### src/verilog/hssi_emul_config.svh
`ifndef HSSI_EMUL_CONFIG_SVH
`define HSSI_EMUL_CONFIG_SVH

// ========================================
// Stream beat geometry
// ========================================

// Payload width of one Ethernet beat
`define HSSI_DATA_W 64
// One byte enable per data byte
`define HSSI_KEEP_W (`HSSI_DATA_W / 8)

// Loopback buffer entries, any power of two
`define HSSI_FIFO_DEPTH 8

// ========================================
// Wishbone register port
// ========================================

// Word address, four registers
`define WB_ADR_W 2
`define WB_DAT_W 32

`endif

### src/verilog/hssi_emul_pkg.sv
`default_nettype none

`include "hssi_emul_config.svh"

package hssi_emul_pkg;

    // ========================================
    // Stream types
    // ========================================

    // One Ethernet beat, valid and ready travel beside it
    typedef struct packed {
        logic [`HSSI_DATA_W-1:0] data;
        logic [`HSSI_KEEP_W-1:0] keep;
        // Final beat of a frame
        logic                    last;
    } hssi_beat_t;

    // ========================================
    // Wishbone types
    // ========================================

    // Master side of a classic cycle
    typedef struct packed {
        logic                 cyc;
        logic                 stb;
        logic                 we;
        logic [`WB_ADR_W-1:0] adr;
        logic [`WB_DAT_W-1:0] dat;
    } wb_req_t;

    // Slave side, dat only meaningful with ack
    typedef struct packed {
        logic                 ack;
        logic [`WB_DAT_W-1:0] dat;
    } wb_rsp_t;

    // Word addresses of the register file
    typedef enum logic [`WB_ADR_W-1:0] {
        REG_CTRL      = 2'd0,
        REG_STATUS    = 2'd1,
        REG_TX_FRAMES = 2'd2,
        REG_RX_FRAMES = 2'd3
    } reg_addr_e;

    // Bus FSM of the register block
    typedef enum logic {
        WB_IDLE,
        WB_ACK
    } wb_state_e;

endpackage

`default_nettype wire

### src/verilog/hssi_emul_top.sv
`timescale 1ns/1ps
`default_nettype none

`include "hssi_emul_config.svh"

module hssi_emul_top
    import hssi_emul_pkg::*;
(
    input  wire logic       i_hssi_clk_pll,
    input  wire logic       i_arst_n,

    // Register port
    input  wire wb_req_t    i_wb,
    output wb_rsp_t         o_wb,

    // User TX stream
    input  wire logic       i_tx_valid,
    input  wire hssi_beat_t i_tx,
    output logic            o_tx_ready,

    // Looped back RX stream
    output logic            o_rx_valid,
    output hssi_beat_t      o_rx
);

    // ========================================
    // Internal wiring
    // ========================================

    logic                 emul_en;
    logic                 pause;
    logic                 drop_clr;
    logic                 drop_flag;
    logic [`WB_DAT_W-1:0] tx_frames;
    logic [`WB_DAT_W-1:0] rx_frames;
    // TX gate to buffer
    logic                 push;
    hssi_beat_t           push_beat;
    logic                 fifo_full;

    hssi_reg_ctrl reg_ctrl_i (
        .i_hssi_clk_pll (i_hssi_clk_pll),
        .i_arst_n       (i_arst_n),
        .i_wb           (i_wb),
        .o_wb           (o_wb),
        .o_emul_en      (emul_en),
        .o_pause        (pause),
        .o_drop_clr     (drop_clr),
        .i_drop_flag    (drop_flag),
        .i_tx_frames    (tx_frames),
        .i_rx_frames    (rx_frames)
    );

    hssi_tx_gate tx_gate_i (
        .i_hssi_clk_pll (i_hssi_clk_pll),
        .i_arst_n       (i_arst_n),
        .i_emul_en      (emul_en),
        .i_tx_valid     (i_tx_valid),
        .i_tx           (i_tx),
        .o_tx_ready     (o_tx_ready),
        .i_fifo_full    (fifo_full),
        .o_push         (push),
        .o_push_beat    (push_beat),
        .i_drop_clr     (drop_clr),
        .o_drop_flag    (drop_flag),
        .o_tx_frames    (tx_frames)
    );

    hssi_loop_fifo loop_fifo_i (
        .i_hssi_clk_pll (i_hssi_clk_pll),
        .i_arst_n       (i_arst_n),
        .i_push         (push),
        .i_push_beat    (push_beat),
        .o_full         (fifo_full),
        .i_pause        (pause),
        .o_rx_valid     (o_rx_valid),
        .o_rx           (o_rx),
        .o_rx_frames    (rx_frames)
    );

endmodule

`default_nettype wire

### src/verilog/hssi_loop_fifo.sv
`timescale 1ns/1ps
`default_nettype none

`include "hssi_emul_config.svh"

module hssi_loop_fifo
    import hssi_emul_pkg::*;
(
    input  wire logic                 i_hssi_clk_pll,
    input  wire logic                 i_arst_n,

    // Write side from the TX gate
    input  wire logic                 i_push,
    input  wire hssi_beat_t           i_push_beat,
    output logic                      o_full,

    // Flow control pause and RX stream
    input  wire logic                 i_pause,
    output logic                      o_rx_valid,
    output hssi_beat_t                o_rx,
    output logic [`WB_DAT_W-1:0]      o_rx_frames
);

    localparam int DEPTH = `HSSI_FIFO_DEPTH;
    localparam int AW    = $clog2(DEPTH);
    // Total occupancy, buffer plus output stage, that stalls TX
    localparam logic [AW:0] FULL_LEVEL = DEPTH[AW:0];

    // ========================================
    // Storage
    // ========================================

    hssi_beat_t        mem [DEPTH];
    // Extra wrap bit tells empty from full
    logic [AW:0]       wr_ptr_q;
    logic [AW:0]       rd_ptr_q;
    logic [AW:0]       occupancy;
    logic              mem_empty;
    hssi_beat_t        out_q;
    logic              out_valid_q;
    logic              deliver;
    logic              load;

    assign mem_empty = (wr_ptr_q == rd_ptr_q);
    assign occupancy = (wr_ptr_q - rd_ptr_q) + {{AW{1'b0}}, out_valid_q};
    assign o_full    = (occupancy == FULL_LEVEL);

    // No ready on RX, a visible beat is always taken
    assign deliver = out_valid_q && !i_pause;
    // Refill the output stage when it is empty or being emptied
    assign load    = !mem_empty && (!out_valid_q || deliver);

    always_ff @(posedge i_hssi_clk_pll)
    begin
        if (i_push)
        begin
            mem[wr_ptr_q[AW-1:0]] <= i_push_beat;
        end
    end

    // ========================================
    // Pointers and output stage
    // ========================================

    always_ff @(posedge i_hssi_clk_pll or negedge i_arst_n)
    begin
        if (!i_arst_n)
        begin
            wr_ptr_q    <= '0;
            rd_ptr_q    <= '0;
            out_valid_q <= 1'b0;
            o_rx_frames <= '0;
        end
        else
        begin
            if (i_push)
            begin
                wr_ptr_q <= wr_ptr_q + 1'b1;
            end

            if (load)
            begin
                rd_ptr_q    <= rd_ptr_q + 1'b1;
                out_valid_q <= 1'b1;
            end
            else if (deliver)
            begin
                out_valid_q <= 1'b0;
            end

            // One RX frame per delivered last beat
            if (deliver && out_q.last)
            begin
                o_rx_frames <= o_rx_frames + 1'b1;
            end
        end
    end

    // Beat payload of the output stage
    always_ff @(posedge i_hssi_clk_pll)
    begin
        if (load)
        begin
            out_q <= mem[rd_ptr_q[AW-1:0]];
        end
    end

    // Pause hides the held beat without losing it
    assign o_rx_valid = deliver;
    assign o_rx       = out_q;

endmodule

`default_nettype wire

### src/verilog/hssi_reg_ctrl.sv
`timescale 1ns/1ps
`default_nettype none

`include "hssi_emul_config.svh"

module hssi_reg_ctrl
    import hssi_emul_pkg::*;
(
    input  wire logic                 i_hssi_clk_pll,
    input  wire logic                 i_arst_n,

    // Wishbone classic slave
    input  wire wb_req_t              i_wb,
    output wb_rsp_t                   o_wb,

    // Channel control
    output logic                      o_emul_en,
    output logic                      o_pause,
    output logic                      o_drop_clr,

    // Status and counters from the datapath
    input  wire logic                 i_drop_flag,
    input  wire logic [`WB_DAT_W-1:0] i_tx_frames,
    input  wire logic [`WB_DAT_W-1:0] i_rx_frames
);

    // ========================================
    // Request decode
    // ========================================

    wb_state_e            state_q;
    wb_state_e            state_d;
    reg_addr_e            addr;
    logic                 req;
    logic                 wr;
    logic                 ack;
    logic                 emul_en_q;
    logic                 pause_q;
    logic [`WB_DAT_W-1:0] rdat_d;
    logic [`WB_DAT_W-1:0] rdat_q;

    // New cycle only seen from idle, so a held stb is not served twice
    assign req  = (state_q == WB_IDLE) && i_wb.cyc && i_wb.stb;
    assign wr   = req && i_wb.we;
    assign addr = reg_addr_e'(i_wb.adr);

    // Write-one-to-clear of the drop flag
    // Combinational so the flag clears on the ack edge itself
    assign o_drop_clr = wr && (addr == REG_STATUS) && i_wb.dat[0];

    // ========================================
    // Bus FSM
    // ========================================

    always_comb
    begin
        state_d = state_q;
        case (state_q)
            WB_IDLE:
            begin
                // Accept and answer on the next edge
                if (i_wb.cyc && i_wb.stb)
                begin
                    state_d = WB_ACK;
                end
            end
            WB_ACK:
            begin
                // Single ack cycle, then wait for the next request
                state_d = WB_IDLE;
            end
            default:
            begin
                state_d = WB_IDLE;
            end
        endcase
    end

    // State and control register
    always_ff @(posedge i_hssi_clk_pll or negedge i_arst_n)
    begin
        if (!i_arst_n)
        begin
            state_q   <= WB_IDLE;
            emul_en_q <= 1'b0;
            pause_q   <= 1'b0;
        end
        else
        begin
            state_q <= state_d;
            // Write lands on the same edge that raises ack
            if (wr && (addr == REG_CTRL))
            begin
                emul_en_q <= i_wb.dat[0];
                pause_q   <= i_wb.dat[1];
            end
        end
    end

    // ========================================
    // Read path
    // ========================================

    // Register values of the request cycle
    always_comb
    begin
        rdat_d = '0;
        case (addr)
            REG_CTRL:
            begin
                rdat_d[0] = emul_en_q;
                rdat_d[1] = pause_q;
            end
            REG_STATUS:
            begin
                rdat_d[0] = i_drop_flag;
            end
            REG_TX_FRAMES:
            begin
                rdat_d = i_tx_frames;
            end
            REG_RX_FRAMES:
            begin
                rdat_d = i_rx_frames;
            end
            default:
            begin
                rdat_d = '0;
            end
        endcase
    end

    // Captured alongside the state change, presented with ack
    always_ff @(posedge i_hssi_clk_pll)
    begin
        if (req)
        begin
            rdat_q <= rdat_d;
        end
    end

    assign ack = (state_q == WB_ACK);

    // Data bus idles at zero outside the ack cycle
    always_comb
    begin
        o_wb.ack = ack;
        o_wb.dat = ack ? rdat_q : '0;
    end

    assign o_emul_en = emul_en_q;
    assign o_pause   = pause_q;

endmodule

`default_nettype wire

### src/verilog/hssi_tx_gate.sv
`timescale 1ns/1ps
`default_nettype none

`include "hssi_emul_config.svh"

module hssi_tx_gate
    import hssi_emul_pkg::*;
(
    input  wire logic                 i_hssi_clk_pll,
    input  wire logic                 i_arst_n,
    input  wire logic                 i_emul_en,

    // User TX stream
    input  wire logic                 i_tx_valid,
    input  wire hssi_beat_t           i_tx,
    output logic                      o_tx_ready,

    // Write side of the loopback buffer
    input  wire logic                 i_fifo_full,
    output logic                      o_push,
    output hssi_beat_t                o_push_beat,

    // Sticky drop flag and frame count
    input  wire logic                 i_drop_clr,
    output logic                      o_drop_flag,
    output logic [`WB_DAT_W-1:0]      o_tx_frames
);

    // ========================================
    // Handshake
    // ========================================

    logic accept;
    logic drop;

    // With emulation off the channel swallows everything
    // With it on, only a full buffer stalls the user
    assign o_tx_ready = !i_emul_en || !i_fifo_full;
    assign accept     = i_tx_valid && o_tx_ready;

    // Accepted beats go to the buffer or are thrown away
    assign o_push      = accept && i_emul_en;
    assign drop        = accept && !i_emul_en;
    assign o_push_beat = i_tx;

    // ========================================
    // Flag and counter
    // ========================================

    always_ff @(posedge i_hssi_clk_pll or negedge i_arst_n)
    begin
        if (!i_arst_n)
        begin
            o_drop_flag <= 1'b0;
            o_tx_frames <= '0;
        end
        else
        begin
            // Software clear wins over a drop in the same cycle
            if (i_drop_clr)
            begin
                o_drop_flag <= 1'b0;
            end
            else if (drop)
            begin
                o_drop_flag <= 1'b1;
            end

            // Dropped frames count too
            if (accept && i_tx.last)
            begin
                o_tx_frames <= o_tx_frames + 1'b1;
            end
        end
    end

endmodule

`default_nettype wire
### config.mk
export PLATFORM = sky130hd
export DESIGN_NAME = hssi_emul_top
export DESIGN_NICKNAME = d
export VERILOG_FILES = /design/src/verilog/hssi_emul_pkg.sv /design/src/verilog/hssi_emul_top.sv /design/src/verilog/hssi_loop_fifo.sv /design/src/verilog/hssi_reg_ctrl.sv /design/src/verilog/hssi_tx_gate.sv
export VERILOG_INCLUDE_DIRS = /design/src /design/src/verilog
export SDC_FILE = /design/constraint.sdc
export NUM_CORES = 1
export LEC_CHECK = 0
export BUFFER_PORTS_ARGS = -buffer_cell sky130_fd_sc_hd__clkbuf_2
export CAP_MARGIN = 20
export CORE_MARGIN = 3
export CORE_UTILIZATION = 45
export DETAILED_ROUTE_END_ITERATION = 7
export SLEW_MARGIN = 20
export SYNTH_ARGS = -nofsm -noshare
export SYNTH_HDL_FRONTEND = slang
export SYNTH_SLANG_ARGS = --single-unit
### constraint.sdc
create_clock -name i_hssi_clk_pll -period 14.76 [get_ports i_hssi_clk_pll]
set_input_delay 2.214 -clock i_hssi_clk_pll [delete_from_list [all_inputs] [get_ports i_hssi_clk_pll]]
set_output_delay 2.214 -clock i_hssi_clk_pll [all_outputs]
set_load 0.05 [all_outputs]
Word-level counts from Yosys, hierarchy flattened:

Memory sizes are Yosys's and may differ from the RTL's. A register that Yosys moved wholly into a read port is not among the register bits.
Cells that the tools add are included.
Widths: inputs -> output; s select.

* bits in registers: 109
* memory bits (writable): 584
* output and inout port bits: 108
* word-level logic and storage cells: 59
* memories kept: 1

* add/sub/neg operators: 6
* eq/ne operators: 5
* muxes and demuxes: 12
* bitwise operators: 1
* reductions and logical operators: 24

Memories
* loop_fifo_i.mem: depth 8, width 73, rd ports 1, clocked after Yosys merged registers in 1, wr ports 1, RTL line hssi_loop_fifo.sv:33 `hssi_beat_t mem [DEPTH];`

Operators with widths (count)
* $add 32x1->32 const B: 2
* $pmux 30 s2: 1
* $mux 32: 1
* $logic_and 1x1->1: 14
* $add 4x1->4 const B: 2
* $mux 1: 7
* $logic_not 1->1: 5
* $add 4x1->4: 1
* $eq 2x2->1 const B: 2
* $eq 4x4->1: 1
* $eq 4x4->1 const B: 1
* $pmux 1 s4: 1
* $reduce_bool 2->1: 2
* $sub 4x4->4: 1
* $pmux 1 s3: 1
* $eq 2x1->1 const B: 1
* $logic_not 2->1: 1
* $logic_or 1x1->1: 2
* $pmux 1 s2: 1
* $not 1->1: 1

Longest topological paths before layout:

Gate-level depths: netlist of run 1.

* word-level depth: 9
* gate-level depth with buffers: 13

By module:

A second synthesis of run 1 with hierarchy kept.

* cell total of the unflattened synthesis: 1635
* area total of the unflattened synthesis: 30226.5 sq um

Modules (own cells, without submodules)
* hssi_loop_fifo: instances 1, cells each 1268, area an instance 26161.3 sq um, seq. area each 20754.9 sq um
* hssi_tx_gate: instances 1, cells each 216, area an instance 2157.1 sq um, seq. area each 825.8 sq um
* hssi_reg_ctrl: instances 1, cells each 151, area an instance 1908.1 sq um, seq. area each 1036.0 sq um

Least setup slack after synthesis of run 1:

OpenSTA, ideal clock, no wires.

* path kind: register to register
* start: reg loop_fifo_i.rd_ptr_q[1]
* end: mem loop_fifo_i.mem[0][0] (netlist bit), enable pin
* setup time: 0.594 ns
* arrival time: 7.774 ns
* required time: 14.166 ns
* path slack: 6.393 ns
* cell stages (with the launch flop): 13
* cell sequence: dfrtp_1 > buf_1 > clkbuf_1 > inv_1 > ha_1 > inv_1 > fa_1 > xnor2_1 > nor3_1 > o21a_1 > buf_6 > or3_1 > nor3_1

* cells in the longest elaborated chain, start to end: 9

Ends and longest elaborated chain
* start: declaration: RTL line hssi_loop_fifo.sv:36 `logic [AW:0] rd_ptr_q;`
* start signal: assignment: RTL line hssi_loop_fifo.sv:83 `rd_ptr_q <= rd_ptr_q + 1'b1;`
* $sub 4x4->4: RTL line hssi_loop_fifo.sv:45 `assign occupancy = (wr_ptr_q - rd_ptr_q) + {{AW{1'b0}}, out_valid_q};`
* $add 4x1->4: RTL line hssi_loop_fifo.sv:45
* $eq 4x4->1: RTL line hssi_loop_fifo.sv:46 `assign o_full = (occupancy == FULL_LEVEL);`
* $logic_not 1->1: RTL line hssi_tx_gate.sv:38 `assign o_tx_ready = !i_emul_en || !i_fifo_full;`
* $logic_or 1x1->1: RTL line hssi_tx_gate.sv:38
* $logic_and 1x1->1: RTL line hssi_tx_gate.sv:39 `assign accept = i_tx_valid && o_tx_ready;`
* $logic_and 1x1->1: RTL line hssi_tx_gate.sv:42 `assign o_push = accept && i_emul_en;`
* $mux 1: RTL line hssi_loop_fifo.sv:55 `if (i_push)`
* $mux 1 (not written as such): RTL line hssi_loop_fifo.sv:57 `mem[wr_ptr_q[AW-1:0]] <= i_push_beat;`
* end: declaration: RTL line hssi_loop_fifo.sv:33

No other way between the ends.

Worst setup path after layout of run 1:

* start: reg loop_fifo_i.rd_ptr_q[1]
* end: out o_tx_ready

* cells in the longest elaborated chain, start to end: 5

Ends and longest elaborated chain
* $sub 4x4->4: RTL line hssi_loop_fifo.sv:45
* $add 4x1->4: RTL line hssi_loop_fifo.sv:45
* $eq 4x4->1: RTL line hssi_loop_fifo.sv:46
* $logic_not 1->1: RTL line hssi_tx_gate.sv:38
* $logic_or 1x1->1: RTL line hssi_tx_gate.sv:38
* end: declaration: RTL line hssi_emul_top.sv:19 `output logic o_tx_ready,`

No other way between the ends.

==> results of run 1 <==
cell usage after synthesis (all sizes together) (23+ instances only):
library cell    n  area [µm²]
and2           39         244
buf            24         129
clkbuf         43         161
dfrtp          77        1930
edfxtp        689       20700
mux2i          30         300
mux4          147        3310
nand2         263         987
nand4          23         144
nor2b          32         200
xnor2          41         359
xor2           29         254
metrics by stage:
stage	std cells	cell area [µm²]	util, %	hold slack, ns	total power [µW]
after detailed placement	2567	31600	48.8	0.465	4920
after floorplan	1563	29600	-	0.441	4400
after global placement	2567	31600	48.8	0.457	4910
after CTS	2710	34000	52.5	0.476	6780
after global routing	2710	34000	52.5	0.510	7000
final	2714	34000	52.5	0.475	6670
sequential cells by signal (all words and copies together) (netlist names):
register                 flops
loop_fifo_i.o_rx            73
loop_fifo_i.mem            584
reg_ctrl_i.o_pause           1
loop_fifo_i.rd_ptr_q         4
loop_fifo_i.wr_ptr_q         4
loop_fifo_i.out_valid_q      1
reg_ctrl_i.o_emul_en         1
reg_ctrl_i.ack               1
tx_gate_i.o_tx_frames       32
reg_ctrl_i.rdat_q           32
tx_gate_i.o_drop_flag        1
loop_fifo_i.o_rx_frames     32
cell families after synthesis:
family / Yosys count / synth area share, %
mux: 181 / 12.3
fa+ha+maj: 11 / 0.490
simple gates: 449 / 7.41
flops: 766 / 76.3
compound gates: 9 / 0.186
buf+inv: 76 / 1.09
xor+xnor: 71 / 2.15
metal layers:
metal	track usage (%)	wire (µm)	vias to the layer above
li1	-	-	6541
met1	23.8	26200	7568
met2	29.2	29800	289
met3	4.04	3180	91
met4	4.75	1070	14
met5	0	92	-
area by class of cell:
cell class / count / area share, %
antenna: 4 / 0.0294
clock buffer: 100 / 6.10
clock inverter: 43 / 0.905
inverter: 9 / 0.0993
multi-input combinational: 721 / 19.8
sequential: 766 / 66.5
tap: 855 / 3.14
timing repair buffer: 216 / 3.39
power breakdown:
part | leakage [µW] | internal, µW | switching, µW
logic | 0.00350 | 646 | 1220
registers | 0.00737 | 2780 | 186
clock network | 0.00117 | 1040 | 803
total | 0.0120 | 4470 | 2210
path summary, 6_finish.rpt:
path,endpoint,startpoint,depth (start not counted)
worst max-delay path,o_tx_ready,loop_fifo_i.rd_ptr_q[1],9
worst min-delay path,loop_fifo_i.o_rx_frames[31],loop_fifo_i.o_rx_frames[31],1
worst max register to register,loop_fifo_i.mem[4][24],loop_fifo_i.rd_ptr_q[1],10
worst min register to register,loop_fifo_i.o_rx_frames[31],loop_fifo_i.o_rx_frames[31],1
max in group asynchronous,loop_fifo_i.rd_ptr_q[2],i_arst_n,1
min in group asynchronous,loop_fifo_i.o_rx_frames[2],i_arst_n,1
==> run summary, run 1 <==
The global-route wire length before repair came out at 93.3 mm. The sum of net half-perimeters after detailed placement is 33.1 mm. TritonCTS built the clock tree.

The starting DRC count in detailed routing came out at 962. The final setup violation count is 0. The layout overhead on the synthesized area came out at 14.8%. The area taken by multi-input logic gates came out at 0.00675 mm². In this run the horizontal extent of the chip is 263 µm. The average detailed-routed wire length per instance came out at 22.2 µm.

The H-tree was split into 3 levels. Among cell families on the critical path, the largest total delay comes from buffers and inverters. The cell row count is 93. The signal arrival time at the worst endpoint is 4.91 ns. The worst setup path is launched from a flip-flop.

The total of warnings raised by yosys came out at 0. The endpoint class of the critical path is an output port. The share of cells above drive strength 1 came out at 26.9%. The via count is 14500. The biggest cell delay along the critical path came out at 0.94 ns. The die height came out at 263 µm. Port buffering added 190 buffers. The minimum clock period after layout is 7.13 ns. The number of remaining DRC errors came out at 0. In the post-route analysis, the smallest setup slack over all paths is 7.63 ns.

After synthesis the cells add up to 0.0296 mm². The global-route usage over all layers is 17.7%. The total wire length after detailed routing came out at 60.4 mm.

Clock-pin slew was measured on the worst setup and hold paths at 0.06 ns. The relative max-transition margin is 29.7%. The master of the slowest instance on the critical path is dfrtp_4.

The clock tree skew after final layout is 0.0138 ns. For this design, the sink count on the clock tree is 766. The number of instances resized during post-cts repair is 0. Fill cells in the final layout number 5187. The core region is 0.0648 mm².

The setup TNS after final layout came out at 0 ns. The detailed-route vias per instance is 5.34. The number of detailed-routing iterations run before antenna repair came out at 5. The leakage power figure is 0.0120 µW. The fraction of the cycle the final worst path needs is 48.3%. The maximum buffer depth of the clock tree came out at 3. The max capacitance violation total is 0. The signal on the critical path passes through inv_1 > ha_1 > inv_1 > fa_1 > xnor2_1 > nor3_1 > o21a_1 > clkinv_1 > clkbuf_2.

The distinct cell type count of the synthesized netlist came out at 43. The most used flip-flop cell after synthesis is edfxtp_1. The number of buffers and inverters on the critical path is 4. The min-delay analysis places its worst path in the category reg -> reg. OpenSTA, run right after detailed placement, puts the worst setup slack at 8.20 ns. The total of flip-flops plus latches after synthesis came out at 766. The buffers inserted during post-CTS setup optimization came out at 0.

The clock buffer count from CTS is 79. The number of instances in the synthesized netlist is 1563. The later pin in the worst-skew pair is clocked with a latency of 0.62 ns.

The peak clock frequency supported by timing is 140 MHz. The number of enable flip-flop cells after synthesis came out at 689. The number of antenna violations at the first check in global routing came out at 9. The count of nets after finishing came out at 1917.

The number of I/O pins is 221. Hold repair after CTS inserted 0 buffers. The run finished with clean final reports. The number of slew-limit violations in the final report came out at 0. The clock root buffer is clkbuf_16. The via count of the first global-routing pass came out at 15300. In this run the worst path has a maximum fanout of 46.

The area enclosed by the die boundary is 0.0690 mm². Across all register-to-register paths, the minimum setup slack is 9.32 ns. The aggregate global routing overflow is 0. The hold violation count in the final report was 0.

The final antenna-violating net count came out at 0. Once the floorplan was initialized, standard cells occupied 45.7% of the core. At the pin with the least slew margin, the transition time is 1.06 ns. The global placement routability congestion is 0.764. The most numerous cell type found on the critical path is inv_1.

The top cell types in the final layout, fill and taps aside, are edfxtp_1 (689), nand2_1 (263), clkbuf_2 (188), mux4_2 (147), clkbuf_16 (79). For the worst setup path, the data required time is 12.55 ns. After synthesis, the share of flip-flops with an asynchronous set or reset is 10.1%. VDD sags by at most 0.118 mV. The category of the critical setup timing path is reg -> out. Power spread over the standard cell area amounts to 196 mW/mm². The synthesized area divided by synthesized cell count is 19.0 µm². Setup repair after global routing left no endpoint under its margin. Entering global routing, the biggest net connects 78 pins. When the netlist entered floorplanning its net count stood at 1687. After synthesis, flip-flops and latches occupy 76.3% of the total area. The library cell used most frequently in the layout, excluding fill and tap cells, is edfxtp_1. The combined flip-flop and latch cell area came out at 0.0226 mm².
No activity file was read; power rests on OpenSTA's default activity.
==> inputs of run 2 (changes only) <==
Settings changed: ABC_AREA set to 1.
Clock period 14.76 ns to 6.2 ns, I/O delays scaled along.
==> run 2 against run 1 <==
Compared with the run above: register-to-register slack lost 8.2 ns; largest power group unchanged; cell area is 4.7% higher; clock power rose to 2.7 times the previous value; critical endpoint is now loop_fifo_i.mem[4][8].
==> run summary, run 2 <==
The number of antenna violations at the first check in global routing is 10 (+1). The actual slew at the worst max-slew pin was 1.11 ns (+0.0518 ns). The category of the critical setup timing path is reg -> reg. The number of I/O pins is 221 (unchanged).

Setup repair after global routing left no endpoint under its margin. The number of remaining DRC errors was 0 (unchanged). The worst-skew pair later-pin latency is 0.64 ns (+0.02 ns).

The endpoint class of the critical path is a flip-flop. The biggest cell delay along the critical path is 0.82 ns (-0.12 ns). edfxtp_1 takes more of the synthesized area than any other cell. The sum of net half-perimeters after detailed placement came out at 40.7 mm (+23%).

The starting DRC count in detailed routing came out at 1608 (+67%). The count of nets after finishing was 2919 (+52%). The most common cell after layout, fill and taps aside is edfxtp_1. Among the stages of the critical path, the cell type that occurs most often is nand3_1. The area of the core was 0.0680 mm² (+4.9%). Traced cell by cell, the critical path runs through clkinv_2 > ha_1 > ha_1 > nand3_1 > nand3_1 > inv_1 > nand2_1 > nand3_1 > buf_4 > nand4_1 > nor2_4 > buf_4.

The final setup violation count came to 0 (unchanged). The synthesized area divided by synthesized cell count came out at 11.9 µm² (-37%). The max capacitance violation total was 0 (unchanged).

The horizontal die dimension is 269 µm (+2.6%). The global-route usage over all layers came out at 20.5% (+2.8 points). The layout overhead on the synthesized area is 14.2%. The global placement routability congestion came out at 0.892 (+17%). STA classifies the critical path startpoint as a flip-flop.

By count the netlist is led by edfxtp_1 (689), nand2_1 (573), nor2_1 (388). The share of cells above drive strength 1 is 12.9% (-14 points). The hold buffer count at CTS is 0 (unchanged). The number of detailed-routing iterations run before antenna repair is 6 (+1). The minimum clock period after layout came out at 5.09 ns. In the post-synthesis netlist, the cell with the most instances is edfxtp_1.

The number of non-filler instances in the completed layout is 3786 (+39%). The clock transition at the register clock pins on the worst setup and hold paths after CTS came to 0.06 ns (about the same). The peak clock frequency supported by timing is 197 MHz.

The signal arrival time at the worst endpoint came out at 5.34 ns (+0.43 ns). The number of H-tree levels is 3 (unchanged). The hold violation count in the final report is 0 (unchanged). The number of fillers in the final layout is 5849 (+13%).

The TritonCTS sink count came to 766 (unchanged). The leakage power figure is 0.0130 µW (+8.0%). The total of flip-flops plus latches after synthesis was 766 (unchanged).

The relative max-transition margin is 26.2% (-3.5 points). The cell row count came out at 95 (+2.2%). The cell area after synthesis came out at 0.0312 mm² (+5.4%). The maximum number of pins on one net before global-route repair is 194 (+150%).

The highest ir drop seen on vdd is 0.366 mV (+210%). The root buffer cell chosen for the clock tree is clkbuf_16. The number of enable flip-flop cells after synthesis came out at 689 (unchanged). Among cell families on the critical path, the largest total delay comes from buffers and inverters.

The global-route wire length before repair is 116 mm (+25%). The initial core utilization came out at 45.9% (+0.20 points). The total buffers and inverters traversed by the critical path came to 4 (unchanged).

The number of instances in the synthesized netlist came out at 2632 (+68%). The combined flip-flop and latch cell area came to 0.0226 mm² (unchanged). The number of instances resized during post-cts repair came out at 0 (unchanged). TritonCTS built the clock tree. The largest fanout on the critical path is 54 (+17%).

The via count of the first global-routing pass came out at 20200 (+32%). The average detailed-routed wire length per instance is 20.0 µm (-10%). The total of warnings raised by yosys came out at 0 (unchanged). The flip-flop count of the largest register, all copies and words added came out at 584 (unchanged). The distinct cell type count of the synthesized netlist is 33 (-23%). The final antenna-violating net count came out at 0 (unchanged). The required time of the critical path came to 6.45 ns (-6.10 ns). The final critical path takes up 82.0% of the cycle.

The via count is 20300 (+40%). The number of cells after detailed placement came out at 3633 (+42%). The power density over the cells came out at 474 mW/mm² (+140%). The net count after synthesis is 2756 (+63%). The area taken by multi-input logic gates is 0.00740 mm² (+9.7%). The flow ran to the end, and the final reports show no timing, DRC or antenna violations. Leaving out fill and tap cells, the most frequent cells in the layout are edfxtp_1 (689), nand2_1 (573), nor2_1 (382), o21ai_0 (191), clkbuf_2 (189). The area enclosed by the die boundary came out at 0.0726 mm² (+5.2%). The overall power is 16900 µW (+150%). The slowest stage of the critical path is the buf_4 cell.

The maximum buffer depth of the clock tree came out at 3 (unchanged). By area the synthesized netlist is led by edfxtp_1 (66%), nand2_1 (6.9%), dfrtp_1 (6.2%). The clock buffer count from CTS is 81 (+2.5%). The most used flip-flop cell after synthesis is edfxtp_1. The total wire length after detailed routing was 75.6 mm (+25%).

The fraction of the yosys area taken by sequential cells was 72.5% (-3.9 points). The buffers inserted during post-CTS setup optimization was 0 (unchanged). The number of slew-limit violations in the final report came out at 0 (unchanged). The proportion of netlist area held by the largest area contributor came out at 66.3% (-3.5 points). The proportion of register bits with asynchronous set or reset after synthesis was 10.1% (unchanged). The number of port buffers is 190 (unchanged). The classification of the worst-slack hold path is in -> async. The die height came out at 269 µm (+2.6%). The clock tree skew after final layout is 0.0291 ns (+0.0154 ns). The aggregate global routing overflow was 0 (unchanged). The detailed-route vias per instance is 5.36 (+0.31%).
run 2: changes by cell type in the layout (fill, tap and decap cells not counted), moves of 38 or more:
cell     change
mux4_2     -147
xnor2_1     -39
o21ai_0    +189
o22ai_1    +167
inv_1      +109
nor2_1     +374
o21ai_1    +123
and2_1      -38
nand2_1    +310
run 2: layer usage:
| metal | wire (µm) | GRT usage [%] | up-vias |
|---|---|---|---|
| met3 | 4390 | 4.02 | 145 |
| li1 | - | - | 9599 |
| met4 | 2280 | 7.15 | 6 |
| met5 | 38 | 0 | - |
| met1 | 32200 | 27.0 | 10000 |
| met2 | 36700 | 34.3 | 540 |
run 2: power by group:
part,internal (µW),switching [µW]
logic,1250,3860
registers,6520,386
clock network,2870,2010
run 2: cell type report:
cell class                 count  share of cell area, %
multi-input combinational   1603                   20.8
antenna                        6                 0.0421
timing repair buffer         218                   3.44
sequential                   766                   63.5
clock inverter                38                   1.31
clock buffer                 109                   6.33
tap                          921                   3.23
inverter                     125                   1.37
run 2: path summary, 6_finish.rpt:
path / slack, ns / cells past startpoint / startpoint / end
min in group i_hssi_clk_pll: 0.47 / 1 / loop_fifo_i.o_rx_frames[11] / loop_fifo_i.o_rx_frames[11]
max: 1.11 / 12 / loop_fifo_i.rd_ptr_q[2] / loop_fifo_i.mem[4][8]
max reg2reg: 1.11 / 12 / loop_fifo_i.rd_ptr_q[2] / loop_fifo_i.mem[4][8]
min reg2reg: 0.47 / 1 / loop_fifo_i.o_rx_frames[11] / loop_fifo_i.o_rx_frames[11]
max in group asynchronous: 4.88 / 2 / i_arst_n / loop_fifo_i.rd_ptr_q[2]
min: 0.17 / 1 / i_arst_n / loop_fifo_i.o_rx_frames[28]
run 2: stage by stage:
step           setup TNS [ns]  setup slack [ns]  utilization (%)  cell area (µm²)  hold slack [ns]
5_1_grt                     0             0.779             52.4            35600            0.161
4_1_cts                     0              1.03             52.4            35600            0.137
3_5_place_dp                0              1.05             48.4            32900            0.466
6_report                    0              1.11             52.4            35600            0.173
2_1_floorplan         -360.76             -1.65                -            31200            0.442
3_3_place_gp                0              1.09             48.4            32900            0.457
run 2: worst register-to-register path, delay by kind of cell (launching register included):
family / cells / cell delay [ns]
buffers and inverters: 4 / 1.95
AND/OR/NAND/NOR: 6 / 1.06
adder cells (fa/ha/maj): 2 / 0.91
flip-flops: 1 / 0.76
run 2: logic make-up (layout without fill, tap and decap cells):
logic type	Yosys count	in the layout	share of synthesized area, %
xor gates and xnor gates	35	35	0.982
DFF	766	766	72.5
buffers and inverters	263	490	4.00
and+or+nand+nor	1073	1073	13.6
AOI/OAI and AO/OA	484	484	8.45
other	0	6	0
adders and majority gates	11	11	0.465
==> inputs of run 3 (changes only) <==
Clock period 6.2 ns to 4.43 ns, I/O delays scaled along.
==> run 3 against run 2 <==
Compared with the run above: die area unchanged; wire length shrank 2.0%; worst setup slack worse by 0.84 ns; highest routed layer unchanged; total power is 38% higher.
==> run summary, run 3 (synthesis results as in run 2) <==
The worst-skew pair later-pin latency was 0.64 ns (about the same). The minimum clock period after layout is 4.15 ns. The classification of the worst-slack hold path is in -> async. The post-placement worst setup slack came out at 0.528 ns (-0.525 ns). The final worst slack came out at 0.276 ns (-0.838 ns). The worst setup path is of the reg -> out kind.

The layout overhead on the synthesized area was 14.2% (about the same). The number of remaining DRC errors is 0 (unchanged). The number of H-tree levels is 3 (unchanged). The horizontal die dimension was 269 µm (unchanged). The actual slew at the worst max-slew pin came out at 1.06 ns (-0.0467 ns). The tree is rooted in a clkbuf_16. The clock tree skew after final layout came out at 0.0429 ns (+0.0137 ns). The clock transition at the register clock pins on the worst setup and hold paths after CTS came to 0.06 ns (about the same).

STA classifies the critical path startpoint as a flip-flop. The signal arrival time at the worst endpoint came out at 3.49 ns (-1.85 ns). The number of I/O pins is 221 (unchanged). The average detailed-routed wire length per instance came to 19.5 µm (-2.3%). The maximum buffer depth of the clock tree is 3 (unchanged).

The clock buffer count from CTS came out at 81 (unchanged). The required time of the critical path is 3.77 ns (-2.68 ns). The die height is 269 µm (unchanged). The area enclosed by the die boundary came to 0.0726 mm² (unchanged). The power density over the cells was 657 mW/mm² (+38%). The endpoint class of the critical path is an output port.

The CTS tree is yes. The number of instances resized during post-cts repair is 0 (unchanged). The fraction of the cycle the final worst path needs came out at 93.8%. The starting DRC count in detailed routing is 1570 (-2.4%).

The global-route wire length before repair came out at 116 mm (-0.79%). The number of port buffers was 190 (unchanged). The max capacitance violation total was 0 (unchanged). The most common cell after layout, fill and taps aside is edfxtp_1. The cell row count is 95 (unchanged). The highest ir drop seen on vdd came to 0.533 mV (+46%).

The final design utilization came out at 52.4% (about the same). The global-route usage over all layers came to 20.2% (-0.28 points). The via count is 20200 (-0.33%). The number of detailed-routing iterations run before antenna repair was 5 (-1).

The initial core utilization came to 45.9% (unchanged). The post-route worst hold slack came to 0.0743 ns (-0.0991 ns). The leakage power figure came out at 0.0130 µW (+0.11%).

The number of fillers in the final layout is 5919 (+1.2%). The sum of net half-perimeters after detailed placement came out at 41.8 mm (+2.7%). The number of antenna violations at the first check in global routing is 9 (-1).

Static timing analysis puts the maximum clock frequency at 241 MHz. The buffers inserted during post-CTS setup optimization is 0 (unchanged). The detailed-route vias per instance is 5.33 (-0.61%). The count of nets after finishing came out at 2925 (+0.21%). Setup repair after global routing left no endpoint under its margin. The minimum setup slack among reg-to-reg paths was 0.58 ns (-0.53 ns). The flip-flop count of the largest register, all copies and words added is 584 (unchanged).

The area of the core is 0.0680 mm² (unchanged). The share of cells above drive strength 1 came to 12.9% (+0.055 points). The global placement routability congestion is 0.897 (+0.53%).

The via count of the first global-routing pass is 20200 (-0.34%). In the layout the commonest cells are edfxtp_1 (689), nand2_1 (573), nor2_1 (382), o21ai_0 (191), clkbuf_2 (189). The run finished with clean final reports.

The aggregate global routing overflow is 0 (unchanged). The TritonCTS sink count is 766 (unchanged). The maximum number of pins on one net before global-route repair is 201 (+3.6%). The hold buffer count at CTS is 0 (unchanged). The post-detailed-placement cell area is 0.0330 mm² (+0.37%). The final antenna-violating net count came out at 0 (unchanged). The final standard cell area without fillers is 0.0356 mm² (about the same). The total wire length after detailed routing is 74.0 mm (-2.0%). The worst-case reg-to-reg path depth is 15 (+3).

The relative max-transition margin is 29.3% (+3.1 points). The largest fanout on the critical path was 37 (-31%). The final setup violation count is 0 (unchanged). The number of slew-limit violations in the final report came out at 0 (unchanged).

The hold violation count in the final report is 0 (unchanged).
run 3: cell count changes in the layout (fill, tap and decap cells not counted), moves of 3 or more:
| cell | before | now |
|---|---|---|
| buf_12 | 5 | 9 |
| clkbuf_8 | 6 | 3 |
| clkinv_1 | 11 | 17 |
| clkinv_2 | 12 | 18 |
| nor3_2 | 5 | 2 |
| nor3_4 | 0 | 3 |
run 3: layout make-up:
class / instances / area, µm² / area share, %
sequential: 766 / 22600 / 63.5
multi-input combinational: 1603 / 7430 / 20.8
clock buffer: 106 / 2170 / 6.10
timing repair buffer: 224 / 1320 / 3.71
tap: 921 / 1150 / 3.23
inverter: 125 / 483 / 1.36
clock inverter: 46 / 434 / 1.22
antenna: 6 / 15.0 / 0.0421
run 3: stage by stage:
stage	cells	total power, µW	TNS, ns
after global placement	3638	16900	0
after detailed placement	3639	17100	0
final	3797	23400	0
after CTS	3791	23700	0
after floorplan	2632	15100	-62.06
after global routing	3793	24700	0
run 3: critical path, cell delays in order, from the launching register on:
cell      delay, ns
dfrtp_1        0.40
inv_1          0.28
ha_1           0.32
inv_1          0.07
ha_1           0.16
inv_1          0.06
fa_1           0.47
inv_1          0.04
nor2_1         0.10
nand2_1        0.06
nor2_1         0.11
nand3_1        0.16
buf_4          0.31
clkbuf_2       0.29
run 3: layer usage:
layer  GRT usage (%)  routed length, µm  vias up
met2            34.2              36000      512
li1                -                  -     9627
met3            4.16               4150      141
met5               0                 38        -
met4            6.57               2120        6
met1            26.3              31700     9943
run 3: worst paths after layout:
kind,from,end
max,loop_fifo_i.wr_ptr_q[0],o_tx_ready
min in group i_hssi_clk_pll,i_wb[0],reg_ctrl_i.o_emul_en
min reg2reg,loop_fifo_i.o_rx_frames[11],loop_fifo_i.o_rx_frames[11]
max reg2reg,loop_fifo_i.wr_ptr_q[0],loop_fifo_i.mem[0][66]
max in group asynchronous,i_arst_n,tx_gate_i.o_tx_frames[1]
min,i_arst_n,loop_fifo_i.o_rx_frames[3]
run 3: where the power goes:
part / switching (µW) / leakage [µW] / internal, µW
combinational: 5600 / 0.00440 / 1790
sequential: 342 / 0.00735 / 9120
clock: 2770 / 0.00127 / 3790
